### src/rtl/cache_pkg.sv
// cache geometry constants
// controller state encoding
package cache_pkg;

  // processor word address and data word
  localparam int ADDR_W = 16;
  localparam int DATA_W = 16;

  // address split: tag 15:10, set 9:4, word 3:1, byte 0 (ignored)
  localparam int TAG_W  = 6;
  localparam int SET_W  = 6;
  localparam int WORD_W = 3;

  // 64 sets of 2 ways, 16-byte blocks
  localparam int NUM_SETS = 64;
  localparam int NUM_WAYS = 2;

  // words per block, also the number of beats in a fill burst
  localparam int BLOCK_WORDS = 8;

  // controller states
  typedef enum logic [2:0] {
    // waiting for a processor request
    ST_IDLE,
    // tag compare against the latched address
    ST_LOOKUP,
    // taking burst beats from memory
    ST_FILL,
    // one cycle to read the freshly filled word
    ST_REFILL_DONE,
    // waiting for the write acknowledge
    ST_WRITE_MEM,
    // done pulse
    ST_RESPOND
  } cache_state_e;

endpackage

### src/rtl/fill_if.sv
`timescale 1ns/1ps
// data array write port
// shared by controller, burst counter and data array
interface fill_if
  import cache_pkg::*;
();

  // one word written per cycle when we is high
  logic              we;
  logic              way;
  logic [SET_W-1:0]  set;
  // word index comes from the burst counter
  logic [WORD_W-1:0] word;
  logic [DATA_W-1:0] wdata;

  // controller owns enable, way, set and data
  modport ctrl (
    output we,
    output way,
    output set,
    output wdata
  );

  // counter owns the word index
  modport counter (
    output word
  );

  // array only listens
  modport array (
    input we,
    input way,
    input set,
    input word,
    input wdata
  );

endinterface

### src/rtl/cache_ctrl.sv
`timescale 1ns/1ps
// cache controller FSM
// lookup, read-miss fill, write-through and done
module cache_ctrl
  import cache_pkg::*;
(
  input  logic              clk,
  input  logic              arst_n,
  // processor request
  input  logic              req,
  input  logic              we,
  input  logic [ADDR_W-1:0] addr,
  input  logic [DATA_W-1:0] wdata,
  // meta array lookup result and update controls
  input  logic              hit,
  input  logic              hit_way,
  input  logic              victim_way,
  output logic              meta_update,
  output logic              meta_fill,
  output logic              meta_way,
  output logic [ADDR_W-1:0] req_addr,
  // burst counter
  output logic              burst_start,
  output logic              filling,
  input  logic              burst_last,
  // memory side
  input  logic              mem_valid,
  input  logic [DATA_W-1:0] mem_rdata,
  output logic              busy,
  output logic              done,
  output logic              mem_rd,
  output logic              mem_wr,
  output logic [ADDR_W-1:0] mem_addr,
  output logic [DATA_W-1:0] mem_wdata,
  fill_if.ctrl              fill
);

  cache_state_e state_q;
  cache_state_e state_d;

  // latched request
  logic              we_q;
  logic [ADDR_W-1:0] addr_q;
  logic [DATA_W-1:0] wdata_q;
  // way being filled on a read miss
  logic              victim_q;
  // memory command pulses
  logic              mem_rd_q;
  logic              mem_wr_q;
  logic              lookup;

  assign lookup = (state_q == ST_LOOKUP);

  // next state
  always_comb begin
    state_d = state_q;
    case (state_q)
      ST_IDLE:        if (req) state_d = ST_LOOKUP;
      ST_LOOKUP: begin
        // writes always go to memory, hit or not
        if (we_q) begin
          state_d = ST_WRITE_MEM;
        end else if (hit) begin
          state_d = ST_RESPOND;
        end else begin
          state_d = ST_FILL;
        end
      end
      ST_FILL:        if (burst_last) state_d = ST_REFILL_DONE;
      // array read of the requested word happens here
      ST_REFILL_DONE: state_d = ST_RESPOND;
      ST_WRITE_MEM:   if (mem_valid) state_d = ST_RESPOND;
      ST_RESPOND:     state_d = ST_IDLE;
      default:        state_d = ST_IDLE;
    endcase
  end

  always_ff @(posedge clk or negedge arst_n) begin
    if (!arst_n) begin
      state_q  <= ST_IDLE;
      we_q     <= 1'b0;
      mem_rd_q <= 1'b0;
      mem_wr_q <= 1'b0;
    end else begin
      state_q  <= state_d;
      if (state_q == ST_IDLE && req) begin
        we_q <= we;
      end
      // both pulse the cycle after lookup
      mem_rd_q <= burst_start;
      mem_wr_q <= lookup && we_q;
    end
  end

  // request payload and victim
  always_ff @(posedge clk) begin
    if (state_q == ST_IDLE && req) begin
      addr_q  <= addr;
      wdata_q <= wdata;
    end
    if (burst_start) begin
      victim_q <= victim_way;
    end
  end

  // read miss detected in lookup
  assign burst_start = lookup && !we_q && !hit;
  assign filling     = (state_q == ST_FILL);

  // LRU touch on any hit, tag install with the last beat
  assign meta_update = lookup && hit;
  assign meta_fill   = filling && burst_last;
  assign meta_way    = filling ? victim_q : hit_way;
  assign req_addr    = addr_q;

  // array writes: each fill beat, or a write hit during lookup
  assign fill.we    = (filling && mem_valid) || (lookup && we_q && hit);
  assign fill.way   = filling ? victim_q : hit_way;
  assign fill.set   = addr_q[WORD_W+1 +: SET_W];
  assign fill.wdata = filling ? mem_rdata : wdata_q;

  // processor handshake
  assign busy = (state_q != ST_IDLE);
  assign done = (state_q == ST_RESPOND);

  // memory commands
  // block aligned for a burst read, full word address for a write
  assign mem_rd    = mem_rd_q;
  assign mem_wr    = mem_wr_q;
  assign mem_addr  = we_q ? addr_q : {addr_q[ADDR_W-1:WORD_W+1], {(WORD_W+1){1'b0}}};
  assign mem_wdata = wdata_q;

endmodule

### src/flat_wrapper.sv
// flat-port wrapper written by rule: the top's interface ports become plain ports
module cache_ctrl_flat import cache_pkg::*;
  (clk, arst_n, req, we, addr, wdata, hit, hit_way, victim_way, meta_update, meta_fill, meta_way, req_addr, burst_start, filling, burst_last, mem_valid, mem_rdata, busy, done, mem_rd, mem_wr, mem_addr, mem_wdata, fill_we, fill_way, fill_set, fill_wdata);
  fill_if fill_i ();
  input  logic clk;
  input  logic arst_n;
  input  logic req;
  input  logic we;
  input  logic [ADDR_W-1:0] addr;
  input  logic [DATA_W-1:0] wdata;
  input  logic hit;
  input  logic hit_way;
  input  logic victim_way;
  output logic meta_update;
  output logic meta_fill;
  output logic meta_way;
  output logic [ADDR_W-1:0] req_addr;
  output logic burst_start;
  output logic filling;
  input  logic burst_last;
  input  logic mem_valid;
  input  logic [DATA_W-1:0] mem_rdata;
  output logic busy;
  output logic done;
  output logic mem_rd;
  output logic mem_wr;
  output logic [ADDR_W-1:0] mem_addr;
  output logic [DATA_W-1:0] mem_wdata;
  output wire logic [$bits(fill_i.we)-1:0] fill_we;
  output wire logic [$bits(fill_i.way)-1:0] fill_way;
  output wire logic [$bits(fill_i.set)-1:0] fill_set;
  output wire logic [$bits(fill_i.wdata)-1:0] fill_wdata;
  assign fill_we = fill_i.we;
  assign fill_way = fill_i.way;
  assign fill_set = fill_i.set;
  assign fill_wdata = fill_i.wdata;
  cache_ctrl u_core (.clk(clk), .arst_n(arst_n), .req(req), .we(we), .addr(addr), .wdata(wdata), .hit(hit), .hit_way(hit_way), .victim_way(victim_way), .meta_update(meta_update), .meta_fill(meta_fill), .meta_way(meta_way), .req_addr(req_addr), .burst_start(burst_start), .filling(filling), .burst_last(burst_last), .mem_valid(mem_valid), .mem_rdata(mem_rdata), .busy(busy), .done(done), .mem_rd(mem_rd), .mem_wr(mem_wr), .mem_addr(mem_addr), .mem_wdata(mem_wdata), .fill(fill_i));
endmodule
### config.mk
export PLATFORM = sky130hd
export DESIGN_NAME = cache_ctrl_flat
export DESIGN_NICKNAME = d
export VERILOG_FILES = /design/src/rtl/cache_pkg.sv /design/src/rtl/fill_if.sv /design/src/rtl/cache_ctrl.sv /design/src/flat_wrapper.sv
export SDC_FILE = /design/constraint.sdc
export NUM_CORES = 1
export LEC_CHECK = 0
export BUFFER_PORTS_ARGS = -buffer_cell sky130_fd_sc_hd__clkbuf_2
export CAP_MARGIN = 20
export CELL_PAD_IN_SITES_DETAIL_PLACEMENT = 1
export CELL_PAD_IN_SITES_GLOBAL_PLACEMENT = 1
export CORE_ASPECT_RATIO = 0.8
export CORE_UTILIZATION = 29
export DETAILED_ROUTE_END_ITERATION = 8
export PLACE_DENSITY = 0.88
export SYNTH_ARGS = -nofsm -noshare
export SYNTH_HDL_FRONTEND = slang
export SYNTH_SLANG_ARGS = --single-unit
### constraint.sdc
create_clock -name clk -period 2.5 [get_ports clk]
set_input_delay 0.25 -clock clk [delete_from_list [all_inputs] [get_ports clk]]
set_output_delay 0.25 -clock clk [all_outputs]
set_load 0.01 [all_outputs]
After elaboration in Yosys (flattened, before gate mapping) --
Cells that the tools add are included.
Storage, ports and cells: bits in registers 39, bits in latches 0, RAM bits 0, bits in read-only memories 0, input port bits 57, output and inout port bits 81, logic and storage cells 38, memories 0
Operators by class: add/subtract/negate cells 0, multiply operators 0, div/mod/pow operators 0, magnitude comparators 0, eq/ne operators 8, shift operators 0, multiplexer cells 9, bitwise gates (word level) 0, reduce and logical (&&, ||, !) cells 14
Operator list (number):
- 16-bit 2-to-1 mux | 1
- 3-bit 2-to-1 mux | 5
- 3-bit case mux with 5 select lines | 1
- 1-bit logical AND | 8
- 3-bit by 2-bit == test with 1-bit output (second input constant) | 2
- 3-bit == test (second input constant) | 2
- 2-bit != test (second input constant) | 3
- 4-bit 2-to-1 mux | 1
- 3-bit by 1-bit == test with 1-bit output (second input constant) | 1
- 3-bit logical NOT | 1
- 3-bit AND reduction | 1
- 3-bit nonzero test | 1
- 1-bit logical NOT | 2
- 1-bit logical OR | 1
- 1-bit 2-to-1 mux | 1

Logic depth before layout (Yosys ltp) --
Gate-level depths: netlist (run 1).
depth in word-level cells 4, gate-level depth with buffers 5, depth with buffers taken out 3

Worst setup path after synthesis (run 1) --
No wires, ideal clock.
kind reg-to-reg, start register u_core.state_q[2], end register u_core.we_q, library setup time 0.127 ns, arrival 1.749 ns, data required time 2.373 ns, setup slack 0.623 ns, cell stages (with the launch flop) 5, period minus slack after synthesis 1.877 ns, cells stage by stage dfrtp_1 > buf_6 > or3_4 > nor2_4 > mux2_1
Between the ends: longest elaborated chain between the ends 2
Ends and longest elaborated chain:
- from (decl) | RTL line cache_ctrl.sv:38 | cache_state_e state_q;
- from (signal assigned) | RTL line cache_ctrl.sv:85 | state_q <= state_d;
- 3-bit logical NOT | RTL line cache_ctrl.sv:86 | if (state_q == ST_IDLE && req) begin
- 1-bit logical AND | RTL line cache_ctrl.sv:86
- to (signal assigned) | RTL line cache_ctrl.sv:87 | we_q <= we;
- to (decl) | RTL line cache_ctrl.sv:42 | logic we_q;
Every way passes these cells. A chain may end at the register's enable or synchronous reset.

Worst setup path after layout (run 1) --
start register u_core.state_q[1], end output fill_wdata[7]
Between the ends: longest elaborated chain between the ends 2
Ends and longest elaborated chain:
- 3-bit by 2-bit == test with 1-bit output | RTL line cache_ctrl.sv:108 | assign filling = (state_q == ST_FILL);
- 16-bit 2-to-1 mux | RTL line cache_ctrl.sv:120 | assign fill.wdata = filling ? mem_rdata : wdata_q;
- to (decl) | RTL line flat_wrapper.sv:32 | output wire logic [$bits(fill_i.wdata)-1:0] fill_wdata;
Every way passes these cells.

==> results.cfg, run 1 <==
[floorplan]
core_area_um2 = 5590
dieArea_um2 = 6290
start_util_pct = 31.0
boundaryPins = 138
rows = 24
dieWidth_um = 88.4
die_h_um = 71.1

[setup_path]
cp-end-kind = output port
critPathSlowestCell = dfrtp_1
path_cells = nand2b_1 > nor2_2 > buf_4 > mux2_2 > clkbuf_2
critPathMaxStageDelay_ps = 560
cp-start-kind = register
cp.arrival_ps = 1800
worstSetupPathType = reg -> out
worstPathRequired_ps = 2250
cp_max_fo = 12

[grt]
grt_start_max_net_pins = 19
grt_pass1_vias = 1414
grt_pass1_wl_um = 6750
antenna_found_initial = 0
track_usage_pct = 14.5
grt-ovfl-total = 0

[synth]
avgSynthCellArea_um2 = 16.0
synth-main-ff-cell = edfxtp_1
netlist_instances = 108
synth_edf_count = 33
synth_area_um2 = 1730
yosysTopAreaCellShare_pct = 57.2
synth_xor_area_share_pct = 0
synth_top_family_by_area = multiplexers
synthAdderAreaFrac_pct = 0
synth-compound-area-share_pct = 2.89
synth_top_area_cell = edfxtp_1
synth.area.top_cells = edfxtp_1 57%, mux2_2 11%, dfrtp_1 8.7%, buf_4 8.2%, buf_6 2.6%
muxShareOfSynthArea_pct = 12.3
yosys_warnings = 0
synth_cell_type_count = 27
ys_ff_latch = 39
synth-simple-area-share_pct = 7.66
synthArstFlopShare_pct = 15.4
ys_seq_area_share_pct = 65.9
syn-num-nets = 165

[drt]
wirelength_um = 4570
via_per_inst = 4.27
drtIter0Drc = 18
firstDrtPassIters = 4
wl_per_cell_um = 14.7
drc = 0
antenna_left = 0
via_count = 1331

[timing]
tns_ps = 0
maxClockFrequency_ghz = 0.487
min_period_over_period_pct = 82.1
setup_viol = 0
hold_viol = 0
slew_violations = 0
maxSlewHeadroom_pct = 64.4
worst-slew-pin-transition_ps = 528
post-route-min-period_ps = 2050
rsz0062_at_grt = no
fin_skew_ps = 2.46

[power]
internal_power_mw = 1.53
p_sw_share_pct = 35.5
seqPwrFrac_pct = 44.2
p_clk_share_pct = 16.8
total_power_mw = 2.37
leakagePower_nw = 1.16
powerDensity_nw_per_um2 = 967
combPwrFrac_pct = 39.0
vdd_drop_max_uv = 396
power.switching_mw = 0.839

[placement]
placed_cells = 303
gp_congestion = 0.797
io_buffers = 137
dp_hpwl_um = 3710

[clocking]
cts_root_buf = clkbuf_8
cts-buffers-inserted = 5
cts_tree = yes
post_cts_buffers = 0
cts_sinks = 39
clk-insertion-delay-late_ps = 280
htreeDepth = 2
cts_buffer_depth = 2
clkTransAtPathRegs_ps = 70

[job]
maxCapViolations = 0

[worst_hold_path]
holdCritPathClass = in -> reg

[cells_and_area]
area_delta_synth_final_pct = 41.3
antenna_cells = 0
stdcell_count = 312
drive_gt1_share_pct = 72.2
finalNetCount = 290

[outcome]
outcome = completed
[sequential cells by signal, summed over array words and instances (netlist names)]
register          count
u_core.we_q           1
u_core.req_addr      16
u_core.mem_wr         1
u_core.mem_rd         1
u_core.mem_wdata     16
u_core.state_q        3
u_core.victim_q       1
[worst max-delay path, delay by kind of cell, from the launching register on]
family / cells / cell delay, ps
buffers and inverters: 2 / 340
DFF: 1 / 560
muxes: 1 / 350
and+or+nand+nor: 2 / 260
[cell type report]
type	instances	area [um2]
tap	78	97.6
sequential	39	1140
clock buffer	6	72.6
inverter	1	3.75
clock inverter	2	7.51
timing repair buffer	142	726
fill	641	3140
multi-input combinational	44	398
[stage by stage]
stage	hold WS, ps	instance area, um2	utilization, %	worst slack, ps
floorplan	-45.6	1730	-	623
global placement	91.7	2360	42.2	789
detailed placement	96.7	2360	42.2	712
CTS	123	2450	43.8	422
global route	116	2450	43.8	324
finish	139	2450	43.8	449
[synth_stat cells (2+ instances only)]
library cell,instances
mux2_2,17
nor2_1,2
dfrtp_1,6
a21oi_1,3
buf_4,19
buf_6,4
and2_1,5
edfxtp_1,33
[layout by cell type (no fill, tap or decap)]
master	instances
nor2_2	1
nor2b_1	1
clkbuf_8	5
nor3_1	1
edfxtp_1	33
clkinv_1	2
nor2_1	1
a22o_1	1
clkbuf_1	1
and3b_2	1
mux2i_1	1
o22a_2	1
or2b_1	1
or3_4	1
nor4_1	1
and4bb_2	1
a21oi_1	3
o2bb2ai_1	1
dfrtp_1	6
nand2b_1	1
and2_1	5
nor3b_1	1
mux2_2	17
or4b_1	1
dlygate4sd3_1	1
clkbuf_2	137
nor2_4	1
buf_4	4
mux2_1	1
o21bai_1	1
inv_1	1
[repair_timing]
action | in CTS | in global routing
hold buffers | 1 | 0
gates resized for setup | 0 | 0
endpoints found under the hold margin | 6 | 0
[power by group through the flow]
stage / clock, mW / combinational (mW) / sequential, mW
CTS: 0.422 / 0.941 / 1.05
detailed placement: 0 / 0.938 / 1.06
floorplan: 0 / 0.599 / 1.05
global route: 0.455 / 0.994 / 1.07
finish: 0.397 / 0.923 / 1.05
global placement: 0 / 0.905 / 1.04
[metal layers]
metal	wire (um)	part of all wire (%)	vias to the layer above	track usage, %
met2	2510	55	63	26.9
met4	34	0.74	0	5.38
met1	1760	38	644	15.8
met3	275	6.0	2	3.73
li1	-	-	622	-
met5	0	0	-	0
[path summary, 6_finish.rpt]
path / startpoint / to / slack, ps / cells after the start
max: u_core.state_q[1] / fill_wdata[7] / 450 / 5
min: addr[11] / u_core.req_addr[11] / 140 / 1
max reg2reg: u_core.state_q[1] / u_core.we_q / 710 / 4
min reg2reg: u_core.state_q[0] / u_core.state_q[0] / 620 / 1
max in group asynchronous: arst_n / u_core.we_q / 1960 / 2
min in group asynchronous: arst_n / u_core.state_q[0] / 380 / 2
[cell families after synthesis]
group,after synthesis
AO/OA/AOI/OAI,7
buffers and inverters,25
flip-flops,39
multiplexers,19
AND/OR/NAND/NOR,18
(Power assumes the default switching activity.)
==> run 2, diff against run 1 <==
- CORE_UTILIZATION: 29 -> 26
- PLACE_DENSITY: 0.88 -> 0.84
- clock period: 2.5 -> 1.8 ns (I/O delays scaled with it)
==> run 2 against run 1 <==
  * The run now ends with negative setup slack left
  * Global-route usage shrank 1.6 points
  * Routed wire length grew 1.7%
  * Critical path depth is the same
  * Non-clock buffer count grew 8
  * Utilization shrank 2.0 points
  * First-iteration DRC count grew 28%
  * Via count grew 3.9%
  * Sequential cell count is the same
  * Total power grew 53%
  * Clock-buffer cell count is the same
  * Register-to-register slack lost 530 ps
  * Worst hold slack lost 77 ps
  * Critical path type unchanged
==> results.cfg, run 2 (synthesized netlist as in run 1, its figures left out) <==
[floorplan]
boundaryPins = 138
start_util_pct = 27.0
die_h_um = 75.0
dieArea_um2 = 6990
dieWidth_um = 93.2
core_area_um2 = 6410
rows = 26

[power]
leakagePower_nw = 1.28
vdd_drop_max_uv = 493
internal_power_mw = 2.38
p_clk_share_pct = 15.5
powerDensity_nw_per_um2 = 1350
combPwrFrac_pct = 44.8
seqPwrFrac_pct = 39.7
total_power_mw = 3.62
p_sw_share_pct = 34.3
power.switching_mw = 1.24

[setup_path]
cp_max_fo = 6
worstPathRequired_ps = 1620
cp-end-kind = output port
cp.arrival_ps = 1640
worstSetupPathType = reg -> out
cp-start-kind = register
rrSetupSlack_ps = 180

[clocking]
cts_tree = yes
cts-buffers-inserted = 5
cts_root_buf = clkbuf_8
clk-insertion-delay-late_ps = 290
clkTransAtPathRegs_ps = 80
cts_sinks = 39
cts_buffer_depth = 2
htreeDepth = 2

[cells_and_area]
antenna_cells = 0
stdcell_area_um2 = 2680
area.sequential_um2 = 1140
multiInputGateArea_um2 = 473
nFillCells = 710
layout_commonest_cell = clkbuf_2
layout_common_cells = 128 x clkbuf_2, 33 x edfxtp_1, 15 x mux2_4
finalNetCount = 298
final_util_pct = 41.8
drive_gt1_share_pct = 74.8
area_delta_synth_final_pct = 54.8

[timing]
rsz0062_at_grt = yes
post-route-min-period_ps = 1820
hold_viol = 0
fin_skew_ps = 4.33
whs_ps = 62.7
min_period_over_period_pct = 101
worst-slew-pin-transition_ps = 349
slew_violations = 0
maxSlewHeadroom_pct = 76.8
maxClockFrequency_ghz = 0.549
final.setup.worst_slack_ps = -21.3
setup_viol = 13

[drt]
drtIter0Drc = 23
wirelength_um = 4650
via_per_inst = 4.24
dr_wl_met3_um = 425
antenna_left = 0
via_count = 1383
wl_met1_um = 1930
wl_per_cell_um = 14.3
route.met2.wl_um = 2240
drc = 0
dr.max_layer_used = met4
firstDrtPassIters = 4

[grt]
grt_pass1_vias = 1361
grt-ovfl-total = 0
track_usage_pct = 13.0
grt_start_max_net_pins = 19
antenna_found_initial = 0
grt_pass1_wl_um = 6640

[placement]
dp_slack_ps = 145
gp_congestion = 0.728
io_buffers = 137
dp_hpwl_um = 3400
place_area_um2 = 2400

[outcome]
outcome = finished, violations left
violations = negative setup slack

[worst_hold_path]
holdCritPathClass = in -> reg

[job]
maxCapViolations = 0
-- run 2: changes by cell type in the layout (fill, tap and decap cells not counted), sizes merged --
cell / previous run / this run
buf: 4 / 21
clkbuf: 143 / 134
-- run 2: layout make-up --
type,count,share of cell area (%)
Clock inverter,2,0.280
Inverter,1,0.140
Clock buffer,6,2.71
Tap cell,84,3.92
Sequential cell,39,42.7
Multi-Input combinational cell,44,17.6
Timing Repair Buffer,150,32.7
-- run 2: worst paths after layout --
kind / start / endpoint / cells past startpoint
max: u_core.state_q[0] / meta_way / 5
min: addr[0] / u_core.req_addr[0] / 1
max reg2reg: u_core.state_q[0] / u_core.req_addr[5] / 4
min reg2reg: u_core.state_q[2] / u_core.state_q[1] / 1
max in group asynchronous: arst_n / u_core.state_q[2] / 2
min in group asynchronous: arst_n / u_core.we_q / 2
-- run 2: power groups by stage --
| stage | combinational, mW | sequential, mW | clock (mW) |
|---|---|---|---|
| 6_report | 1.62 | 1.44 | 0.560 |
| 3_3_place_gp | 1.35 | 1.43 | 0 |
| 5_1_grt | 1.76 | 1.47 | 0.614 |
| 4_1_cts | 1.56 | 1.44 | 0.591 |
| 2_1_floorplan | 0.832 | 1.46 | 0 |
| 3_5_place_dp | 1.37 | 1.45 | 0 |
-- run 2: critical path, stage by stage (launching register included) --
cell	delay, ps
dfrtp_2	410
nand2b_4	150
nor2_4	170
buf_6	180
mux2_4	310
clkbuf_2	130
-- run 2: layer usage --
layer	track usage, %	vias up
li1	-	640
met3	4.24	8
met4	4.62	0
met2	23.2	100
met1	14.8	635
met5	0	-
-- run 2: stage by stage --
stage	instances	setup TNS, ps
floorplan	108	-76.8
global placement	311	0
detailed placement	311	0
CTS	325	-1120
global route	326	-1640
finish	326	-125
-- run 2: what timing repair did --
| item | 4_1_cts | 5_1_grt |
|---|---|---|
| buffers inserted | 3 | 1 |
| cloned | 2 | 0 |
| hold endpoints to repair | 6 | 0 |
| pin swaps | 1 | 1 |
| setup endpoints to repair | 18 | 20 |
| resized for setup | 24 | 19 |
| hold buffers | 1 | 0 |
==> run 3, diff against run 2 <==
- CORE_MARGIN: not set -> 8
- CORE_UTILIZATION: 26 -> 29
- PLACE_DENSITY: 0.84 -> 0.88
- clock period: 1.8 -> 1.9 ns (I/O delays scaled with it)
==> run 3 against run 2 <==
  * The flow now finishes without violations
  * Die area grew 25%
  * Utilization grew 2.2 points
  * Worst hold slack gained 13 ps
  * Routed wire length grew 14%
  * Global-route usage shrank 1.4 points
  * Sequential cell count is the same
  * Non-clock buffer count shrank 3
==> results.cfg, run 3 (synthesized netlist as in run 1, its figures left out) <==
[outcome]
outcome = completed

[placement]
io_buffers = 137
gp_congestion = 0.702
dp_hpwl_um = 4300
placed_cells = 307
place_area_um2 = 2380
dp_slack_ps = 236

[floorplan]
dieArea_um2 = 8720
dieWidth_um = 102
die_h_um = 85.1
core_area_um2 = 5850
start_util_pct = 29.6
rows = 25
boundaryPins = 138

[timing]
fin_skew_ps = 2.73
min_period_over_period_pct = 95.9
maxClockFrequency_ghz = 0.549
tns_ps = 0
post-route-min-period_ps = 1820
final.setup.worst_slack_ps = 78.0
slew_violations = 0
maxSlewHeadroom_pct = 73.7
worst-slew-pin-transition_ps = 392
hold_viol = 0
setup_viol = 0

[setup_path]
cp-end-kind = output port
worstPathRequired_ps = 1710
cp_max_fo = 5
r2r_start = u_core.state_q[0]
cp.arrival_ps = 1630
worstSetupPathType = reg -> out
crit_start = u_core.state_q[0]
cp-start-kind = register

[grt]
grt_pass1_wl_um = 7730
grt_start_max_net_pins = 18
grt-ovfl-total = 0
track_usage_pct = 11.6
antenna_found_initial = 0
grt_pass1_vias = 1546

[cells_and_area]
antenna_cells = 0
stdcell_count = 320
drive_gt1_share_pct = 75.3
area_delta_synth_final_pct = 48.9
area.sequential_um2 = 1140
layout_common_cells = 135 x clkbuf_2, 33 x edfxtp_1, 16 x mux2_2
multiInputGateArea_um2 = 420
stdcell_area_um2 = 2580
final_util_pct = 44.1
finalNetCount = 295
layout_commonest_cell = clkbuf_2
nFillCells = 669

[clocking]
clkTransAtPathRegs_ps = 80
cts_root_buf = clkbuf_8
cts_sinks = 39
cts-buffers-inserted = 5
cts_tree = yes
cts_buffer_depth = 2
clk-insertion-delay-late_ps = 280
htreeDepth = 2

[drt]
antenna_left = 0
via_count = 1381
via_per_inst = 4.32
drc = 0
firstDrtPassIters = 4
drtIter0Drc = 43
wl_per_cell_um = 16.6
wirelength_um = 5310

[power]
leakagePower_nw = 1.22
powerDensity_nw_per_um2 = 1320
vdd_drop_max_uv = 521

[worst_hold_path]
hold_start = addr[10]
holdCritPathClass = in -> reg

[job]
maxCapViolations = 0
[run 3: metal layers]
metal	global-route usage [%]	vias to the layer above	routed length (um)
li1	-	634	-
met1	11.9	644	1980
met2	19.8	97	2520
met3	6.13	6	757
met4	3.59	0	49
met5	0	-	0
[run 3: worst paths after layout]
| check | end | slack [ps] | depth (start not counted) |
|---|---|---|---|
| worst min-delay path | u_core.req_addr[10] | 80 | 1 |
| min in group asynchronous | u_core.we_q | 270 | 2 |
| max in group asynchronous | u_core.state_q[2] | 1460 | 2 |
| worst max-delay path | fill_wdata[13] | 80 | 6 |
| worst min register to register | u_core.state_q[1] | 590 | 1 |
| worst max register to register | u_core.req_addr[7] | 220 | 4 |
[run 3: final cells by class]
class                           count  area share [%]
Clock inverter                      3            1.50
Multi-Input combinational cell     44            16.3
Timing Repair Buffer              147            31.1
Inverter                            1           0.146
Sequential cell                    39            44.3
Clock buffer                        5            2.67
Tap cell                           81            3.93
[run 3: report_power, final]
part | total [mW] | leakage (nW) | switching, mW | internal (mW)
Clock | 0.669 | 0.0556 | 0.285 | 0.385
Combinational | 1.39 | 0.781 | 0.722 | 0.672
Sequential | 1.35 | 0.380 | 0.158 | 1.19
[run 3: metrics by stage]
step                hold slack, ps  total power, mW
floorplan                     -106             2.17
global placement              30.3             2.63
detailed placement            30.4             2.69
CTS                           61.1             3.47
global route                  52.6             3.64
finish                        75.9             3.41
[run 3: repair_timing]
action                                 4_1_cts  5_1_grt
resized for setup                            6        6
hold buffers                                 1        0
setup endpoints to repair                   19       19
setup buffers                                4        0
endpoints found under the hold margin        6        0
pin swaps                                    1        1
[run 3: worst max-delay path: stages, from the launching register on]
cell      delay, ps
dfrtp_2         410
nand2b_4        150
nor2_4           90
buf_6           120
buf_6           120
mux2_2          320
buf_2           140
